### src/common/miner_link_defs.svh
`ifndef MINER_LINK_DEFS_SVH
`define MINER_LINK_DEFS_SVH

// serial bit timing, in clock cycles per bit
`define CLKS_PER_BIT 16

// bytes in one block header from the host
`define HEADER_BYTES 80

// bytes in one nonce reply, sent msb first
`define NONCE_BYTES 4

// partial header dropped after this many quiet clocks
`define HEADER_IDLE_CLKS (40 * `CLKS_PER_BIT)

`endif
### src/common/miner_link_pkg.sv
`include "miner_link_defs.svh"

package miner_link_pkg;

    // one byte on the serial line
    typedef logic [7:0] byte_t;

    // full block header, first received byte in the top byte
    typedef logic [`HEADER_BYTES*8-1:0] header_t;

    // nonce from the hashing side
    typedef logic [`NONCE_BYTES*8-1:0] nonce_t;

endpackage

### src/verilog/uart_core.sv
module uart_core
    import miner_link_pkg::*;
(
    input  logic        clock,
    input  logic        rst,
    input  logic        rxd,
    output logic        txd,
    input  nonce_t      nonce_input,
    input  logic        transmit_data,
    output header_t     header_data,
    output logic        header_valid,
    output logic        frame_error,
    output logic [31:0] byte_count,
    output logic        busy
);

    // receive side
    byte_t rx_byte;
    logic  rx_strobe;

    // transmit side
    byte_t tx_byte;
    logic  tx_start;
    logic  tx_busy;

    uart_rx uart_rx_inst (
        .clock       (clock),
        .rst         (rst),
        .rxd         (rxd),
        .rx_byte     (rx_byte),
        .rx_strobe   (rx_strobe),
        .frame_error (frame_error)
    );

    header_collector header_collector_inst (
        .clock        (clock),
        .rst          (rst),
        .rx_byte      (rx_byte),
        .rx_strobe    (rx_strobe),
        .header       (header_data),
        .header_valid (header_valid),
        .byte_count   (byte_count)
    );

    nonce_sender nonce_sender_inst (
        .clock         (clock),
        .rst           (rst),
        .transmit_data (transmit_data),
        .nonce_input   (nonce_input),
        .tx_busy       (tx_busy),
        .tx_byte       (tx_byte),
        .tx_start      (tx_start),
        .busy          (busy)
    );

    uart_tx uart_tx_inst (
        .clock    (clock),
        .rst      (rst),
        .tx_byte  (tx_byte),
        .tx_start (tx_start),
        .txd      (txd),
        .tx_busy  (tx_busy)
    );

endmodule

### src/verilog/nonce_sender.sv
`include "miner_link_defs.svh"

module nonce_sender
    import miner_link_pkg::*;
(
    input  logic   clock,
    input  logic   rst,
    input  logic   transmit_data,
    input  nonce_t nonce_input,
    input  logic   tx_busy,
    output byte_t  tx_byte,
    output logic   tx_start,
    output logic   busy
);

    localparam int NONCE_W = `NONCE_BYTES * 8;
    localparam int LEFT_W = $clog2(`NONCE_BYTES + 1);

    typedef enum logic [1:0] {
        NS_IDLE,
        NS_ARM,
        NS_WAIT
    } ns_state_t;

    ns_state_t         state;
    logic              req_prev;
    logic              req_rise;
    nonce_t            nonce_sr;
    logic [LEFT_W-1:0] bytes_left;

    assign req_rise = transmit_data && !req_prev;

    always_ff @(posedge clock) begin
        if (rst) begin
            req_prev <= 1'b0;
        end else begin
            req_prev <= transmit_data;
        end
    end

    always_ff @(posedge clock) begin
        if (rst) begin
            state      <= NS_IDLE;
            tx_start   <= 1'b0;
            busy       <= 1'b0;
            bytes_left <= '0;
        end else begin
            case (state)
                NS_IDLE: begin
                    // edges while a reply is going out never reach here
                    if (req_rise) begin
                        nonce_sr   <= nonce_input;
                        tx_start   <= 1'b1;
                        busy       <= 1'b1;
                        bytes_left <= LEFT_W'(`NONCE_BYTES - 1);
                        state      <= NS_ARM;
                    end
                end
                NS_ARM: begin
                    // transmitter latches the top byte on this edge
                    tx_start <= 1'b0;
                    nonce_sr <= {nonce_sr[NONCE_W-9:0], 8'h00};
                    state    <= NS_WAIT;
                end
                NS_WAIT: begin
                    if (!tx_busy) begin
                        if (bytes_left == '0) begin
                            busy  <= 1'b0;
                            state <= NS_IDLE;
                        end else begin
                            tx_start   <= 1'b1;
                            bytes_left <= bytes_left - 1'b1;
                            state      <= NS_ARM;
                        end
                    end
                end
                default: state <= NS_IDLE;
            endcase
        end
    end

    // msb first
    assign tx_byte = nonce_sr[NONCE_W-1 -: 8];

    a_start_only_when_busy: assert property (@(posedge clock) disable iff (rst)
        tx_start |-> busy);

endmodule

### src/verilog/header_collector.sv
`include "miner_link_defs.svh"

module header_collector
    import miner_link_pkg::*;
(
    input  logic        clock,
    input  logic        rst,
    input  byte_t       rx_byte,
    input  logic        rx_strobe,
    output header_t     header,
    output logic        header_valid,
    output logic [31:0] byte_count
);

    localparam int HDR_W = `HEADER_BYTES * 8;
    localparam int POS_W = $clog2(`HEADER_BYTES + 1);
    localparam int IDLE_CLKS = `HEADER_IDLE_CLKS;
    localparam int IDLE_W = $clog2(IDLE_CLKS + 1);

    header_t           asm_reg;
    logic [POS_W-1:0]  pos;
    logic [POS_W-1:0]  base_pos;
    logic [IDLE_W-1:0] idle_cnt;
    logic              idle_timeout;

    // a frame left hanging too long is dropped
    assign idle_timeout = (pos != '0) && (idle_cnt == IDLE_W'(IDLE_CLKS - 1));
    // byte on the timeout clock starts a fresh header
    assign base_pos = idle_timeout ? '0 : pos;

    always_ff @(posedge clock) begin
        if (rst) begin
            pos          <= '0;
            idle_cnt     <= '0;
            header_valid <= 1'b0;
            byte_count   <= '0;
        end else begin
            header_valid <= 1'b0;
            if (rx_strobe) begin
                idle_cnt   <= '0;
                byte_count <= byte_count + 1'b1;
                if (base_pos == POS_W'(`HEADER_BYTES - 1)) begin
                    pos          <= '0;
                    header_valid <= 1'b1;
                end else begin
                    pos <= base_pos + 1'b1;
                end
            end else if (idle_timeout) begin
                pos      <= '0;
                idle_cnt <= '0;
            end else if (pos != '0) begin
                idle_cnt <= idle_cnt + 1'b1;
            end
        end
    end

    // payload path, earlier bytes move up
    always_ff @(posedge clock) begin
        if (rx_strobe) begin
            asm_reg <= {asm_reg[HDR_W-9:0], rx_byte};
            if (base_pos == POS_W'(`HEADER_BYTES - 1)) begin
                header <= {asm_reg[HDR_W-9:0], rx_byte};
            end
        end
    end

    a_pos_in_range: assert property (@(posedge clock) disable iff (rst)
        pos <= POS_W'(`HEADER_BYTES));

endmodule

### src/uart/uart_tx.sv
`include "miner_link_defs.svh"

module uart_tx
    import miner_link_pkg::*;
(
    input  logic  clock,
    input  logic  rst,
    input  byte_t tx_byte,
    input  logic  tx_start,
    output logic  txd,
    output logic  tx_busy
);

    localparam int CLKS = `CLKS_PER_BIT;
    localparam int CNT_W = $clog2(CLKS);

    logic [9:0]       frame_sr;
    logic [CNT_W-1:0] clk_cnt;
    logic [3:0]       bit_cnt;

    always_ff @(posedge clock) begin
        if (rst) begin
            frame_sr <= '1;
            clk_cnt  <= '0;
            bit_cnt  <= '0;
            tx_busy  <= 1'b0;
        end else if (!tx_busy) begin
            clk_cnt <= '0;
            bit_cnt <= '0;
            if (tx_start) begin
                // stop, data, start from msb down
                frame_sr <= {1'b1, tx_byte, 1'b0};
                tx_busy  <= 1'b1;
            end
        end else if (clk_cnt == CNT_W'(CLKS - 1)) begin
            clk_cnt <= '0;
            // ones shift in so the line idles high once done
            frame_sr <= {1'b1, frame_sr[9:1]};
            bit_cnt  <= bit_cnt + 1'b1;
            if (bit_cnt == 4'd9) begin
                tx_busy <= 1'b0;
            end
        end else begin
            clk_cnt <= clk_cnt + 1'b1;
        end
    end

    assign txd = frame_sr[0];

    // the sender must wait for the previous frame to finish
    a_no_start_when_busy: assert property (@(posedge clock) disable iff (rst)
        tx_start |-> !tx_busy);

endmodule

### src/uart/uart_rx.sv
`include "miner_link_defs.svh"

module uart_rx
    import miner_link_pkg::*;
(
    input  logic  clock,
    input  logic  rst,
    input  logic  rxd,
    output byte_t rx_byte,
    output logic  rx_strobe,
    output logic  frame_error
);

    localparam int CLKS = `CLKS_PER_BIT;
    localparam int CNT_W = $clog2(CLKS);

    typedef enum logic [1:0] {
        RX_IDLE,
        RX_START,
        RX_DATA,
        RX_STOP
    } rx_state_t;

    rx_state_t        state;
    logic [1:0]       rxd_sync;
    logic [CNT_W-1:0] clk_cnt;
    logic [2:0]       bit_cnt;
    byte_t            data_sr;

    // line idles high
    always_ff @(posedge clock) begin
        if (rst) begin
            rxd_sync <= 2'b11;
        end else begin
            rxd_sync <= {rxd_sync[0], rxd};
        end
    end

    always_ff @(posedge clock) begin
        if (rst) begin
            state       <= RX_IDLE;
            clk_cnt     <= '0;
            bit_cnt     <= '0;
            rx_strobe   <= 1'b0;
            frame_error <= 1'b0;
        end else begin
            rx_strobe   <= 1'b0;
            frame_error <= 1'b0;
            case (state)
                RX_IDLE: begin
                    clk_cnt <= '0;
                    bit_cnt <= '0;
                    if (!rxd_sync[1]) begin
                        state <= RX_START;
                    end
                end
                RX_START: begin
                    // line back high before mid start bit means a glitch
                    if (rxd_sync[1]) begin
                        state <= RX_IDLE;
                    end else if (clk_cnt == CNT_W'(CLKS / 2 - 1)) begin
                        clk_cnt <= '0;
                        state   <= RX_DATA;
                    end else begin
                        clk_cnt <= clk_cnt + 1'b1;
                    end
                end
                RX_DATA: begin
                    if (clk_cnt == CNT_W'(CLKS - 1)) begin
                        clk_cnt <= '0;
                        // lsb arrives first
                        data_sr <= {rxd_sync[1], data_sr[7:1]};
                        bit_cnt <= bit_cnt + 1'b1;
                        if (bit_cnt == 3'd7) begin
                            state <= RX_STOP;
                        end
                    end else begin
                        clk_cnt <= clk_cnt + 1'b1;
                    end
                end
                RX_STOP: begin
                    if (clk_cnt == CNT_W'(CLKS - 1)) begin
                        clk_cnt     <= '0;
                        rx_strobe   <= rxd_sync[1];
                        frame_error <= !rxd_sync[1];
                        state       <= RX_IDLE;
                    end else begin
                        clk_cnt <= clk_cnt + 1'b1;
                    end
                end
                default: state <= RX_IDLE;
            endcase
        end
    end

    // shift register is stable through the stop bit
    assign rx_byte = data_sr;

    a_strobe_or_error: assert property (@(posedge clock) disable iff (rst)
        !(rx_strobe && frame_error));

endmodule

### config.mk
export PLATFORM = sky130hd
export DESIGN_NAME = uart_core
export DESIGN_NICKNAME = d
export VERILOG_FILES = /design/src/common/miner_link_pkg.sv /design/src/verilog/uart_core.sv /design/src/verilog/nonce_sender.sv /design/src/verilog/header_collector.sv /design/src/uart/uart_tx.sv /design/src/uart/uart_rx.sv
export VERILOG_INCLUDE_DIRS = /design/src /design/src/common
export SDC_FILE = /design/constraint.sdc
export NUM_CORES = 1
export LEC_CHECK = 0
export ABC_AREA = 1
export BUFFER_PORTS_ARGS = -buffer_cell sky130_fd_sc_hd__clkbuf_2
export CORE_MARGIN = 4
export CORE_UTILIZATION = 55
export DETAILED_ROUTE_END_ITERATION = 10
export PLACE_DENSITY_LB_ADDON = 0.25
export SETUP_SLACK_MARGIN = 0.2
export SLEW_MARGIN = 20
export SYNTH_ARGS = -nofsm -noshare
export SYNTH_HDL_FRONTEND = slang
export SYNTH_SLANG_ARGS = --single-unit
### constraint.sdc
create_clock -name clock -period 59.1 [get_ports clock]
set_clock_uncertainty 0.2 [all_clocks]
set_input_delay 2.955 -clock clock [delete_from_list [all_inputs] [get_ports clock]]
set_output_delay 2.955 -clock clock [all_outputs]
set_load 0.05 [all_outputs]
==> results.json <==
{
  "io_pins": 712,
  "first_global_vias": 20800,
  "drive_gt1_share_pct": 32.9,
  "synthTopCellsByArea": "edfxtp_1 (90%), dfxtp_1 (4.0%), nand2_1 (1.4%), nor2_1 (0.80%), inv_1 (0.60%)",
  "final_max_slew_viol_count": 0,
  "die-area_um2": 84600,
  "dr.first_iter.drc_count": 1846,
  "hpwl_um": 60900,
  "drv_cap": 0,
  "cts_tree": "built",
  "period_minus_slack_ns": 5.66,
  "core-area_um2": 79100,
  "yosys-top-cells-count": "edfxtp_1 (1312), nand2_1 (163), nor2_1 (94)",
  "end_kind": "register",
  "portBuffers": 711,
  "start_kind": "register",
  "period_share_pct": 9.57,
  "ys_seq_area_share_pct": 93.6,
  "die_h_um": 291,
  "synth_edf_count": 1312,
  "multiInputGateArea_um2": 2470,
  "synth_nets": 2022,
  "htree_num_levels": 4,
  "ctsResizeCount": 0,
  "grt-ovfl-total": 0,
  "start_util_pct": 55.6,
  "endpoint": "header_collector_inst.header[583]",
  "p_per_area_nw_per_um2": 36.1,
  "antenna_found_initial": 3,
  "p_leak_nw": 17.2,
  "avgSynthCellArea_um2": 22.3,
  "clock_latency_ns": 0.69,
  "worstPathArrival_ns": 5.76,
  "hold_violations": 0,
  "rr_worst_depth": 15,
  "dpl.cell_count": 3738,
  "max_freq_mhz": 177,
  "stdcell_count": 3978,
  "crit_type": "register to register",
  "r2r_end": "header_collector_inst.header[583]",
  "r2r_slack_ns": 53.44,
  "holdCritPathClass": "register to register",
  "fin_setup_tns_ns": 0,
  "drc": 0,
  "grt_max_degree": 201,
  "synth-main-ff-cell": "edfxtp_1",
  "synth_top_area_share_pct": 89.5,
  "synth_seq_cells": 1401,
  "die_x_um": 291,
  "cts_buffer_depth": 3,
  "ys_warn_count": 0,
  "final_antenna_net_count": 0,
  "cts_hold_buf": 0,
  "netlist_area_um2": 44000,
  "crit_fanout": 200,
  "outcome": "finished, final reports clean",
  "required_ns": 59.20,
  "clkSinkCount": 1401,
  "place.gp.congestion": 0.832,
  "relSlewSlack_pct": 24.1,
  "regArea_um2": 41200,
  "areaGrowthSynthToFinish_pct": 21.0,
  "dr_total_vias": 20600,
  "cts_setup_buffers": 0,
  "cp-startpoint": "header_collector_inst.idle_cnt[0]",
  "nets": 2873,
  "worst_pin_slew_ns": 1.14,
  "post_drt_wl_per_cell_um": 23.3,
  "clk_pin_slew_ns": 0.06,
  "n_antenna_cell": 0,
  "row_count": 103,
  "peakVddDrop_v": 0.0000263,
  "rsz0062_at_grt": "no",
  "yosysMostFrequentCell": "edfxtp_1",
  "yosys.cell_types.count": 43,
  "async_flop_share_pct": 0,
  "grt_use_total_pct": 21.6,
  "fill_cells": 5004,
  "post_synth_inst_count": 1975,
  "vias_per_cell": 5.19,
  "largest_reg_flops": 640,
  "grt_first_pass_wirelength_um": 136000,
  "wl_um": 92500,
  "setup_violations": 0,
  "drt-pass1-iter-count": 5,
  "rr_startpoint": "header_collector_inst.idle_cnt[0]",
  "cts_buffers": 134,
  "min_from": "uart_rx_inst.rxd_sync[0]",
  "yosysTopAreaCell": "edfxtp_1",
  "clockRootBuffer": "clkbuf_16"
}
-- layer usage --
layer	global-route usage [%]	vias up	part of all wire [%]
li1	-	9244	-
met1	25.8	10300	36
met2	36.0	918	50
met3	7.32	201	8.9
met4	9.47	4	4.4
met5	0	-	0.023
-- logic make-up (layout without fill, tap and decap cells) --
family | Yosys count | after routing | share of synthesized area (%)
AOI/OAI and AO/OA | 74 | 74 | 0.989
xor gates and xnor gates | 20 | 20 | 0.398
adders and majority gates | 11 | 11 | 0.313
buffers and inverters | 96 | 1049 | 0.850
DFF | 1401 | 1401 | 93.6
and+or+nand+nor | 373 | 373 | 3.88
-- worst max-delay path, cell delays in order, from the launching register on --
cell and delay [ns]:
dfxtp_1 0.34, ha_1 0.23, nand3_1 0.10, nor2_2 0.06, nand3_2 0.22, nand2_1 0.14
inv_1 0.08, ha_1 0.17, nand2_1 0.06, nor2_1 0.13, nand4_1 0.24, nor2_4 0.62
buf_4 0.46, buf_16 0.31, buf_4 0.77, buf_12 0.71
-- per-stage QoR --
step / area, um^2 / hold WS, ns / util (%) / power, W / worst slack, ns
after CTS: 53200 / 0.204 / 67.2 / 0.00194 / 53.26
after floorplan: 44000 / 0.189 / - / 0.00112 / 14.73
after global placement: 49000 / 0.204 / 61.9 / 0.00112 / 53.52
after global routing: 53200 / 0.215 / 67.3 / 0.00199 / 53.06
final: 53200 / 0.198 / 67.3 / 0.00192 / 53.44
after detailed placement: 49000 / 0.210 / 61.9 / 0.00112 / 53.26
-- worst min path at each step --
stage / cells past startpoint / to / slack (ns)
after floorplan: 1 / uart_rx_inst.rxd_sync[1] / 0.19
after global placement: 0 / header_collector_inst.header[634] / 0.20
after detailed placement: 1 / uart_rx_inst.rxd_sync[1] / 0.21
after CTS: 1 / uart_rx_inst.rxd_sync[1] / 0.20
after global routing: 1 / uart_rx_inst.rxd_sync[1] / 0.21
final: 1 / uart_rx_inst.rxd_sync[1] / 0.20
-- cells in the final DEF, fill, tap and decap left out, types with 9 or more instances in the layout --
master	instances
clkbuf_2	711
xor2_1	11
nor2_2	12
dfxtp_1	88
o21ai_0	22
nand3_1	31
clkinv_2	13
buf_4	17
xnor2_1	9
inv_1	70
ha_1	11
clkbuf_16	136
nand4_1	11
clkbuf_1	40
edfxtp_1	1312
inv_2	9
nor3_1	27
nor2_1	92
nand2_1	163
clkinv_1	20
a21oi_1	31
-- final cells by class --
type	count	area share, %
repair buffers	732	7.09
well taps	1050	2.47
multi-input cells	478	4.64
clock inverters	62	1.23
inverters	79	0.557
clock buffers	176	6.67
flip-flops and latches	1401	77.4
-- power breakdown --
| group | switching (W) | internal, W |
|---|---|---|
| Combinational | 0.0000160 | 0.00000699 |
| Sequential | 0.00000375 | 0.00108 |
| Clock | 0.000356 | 0.000464 |
Note: power is estimated with default switching activity, not from simulation.
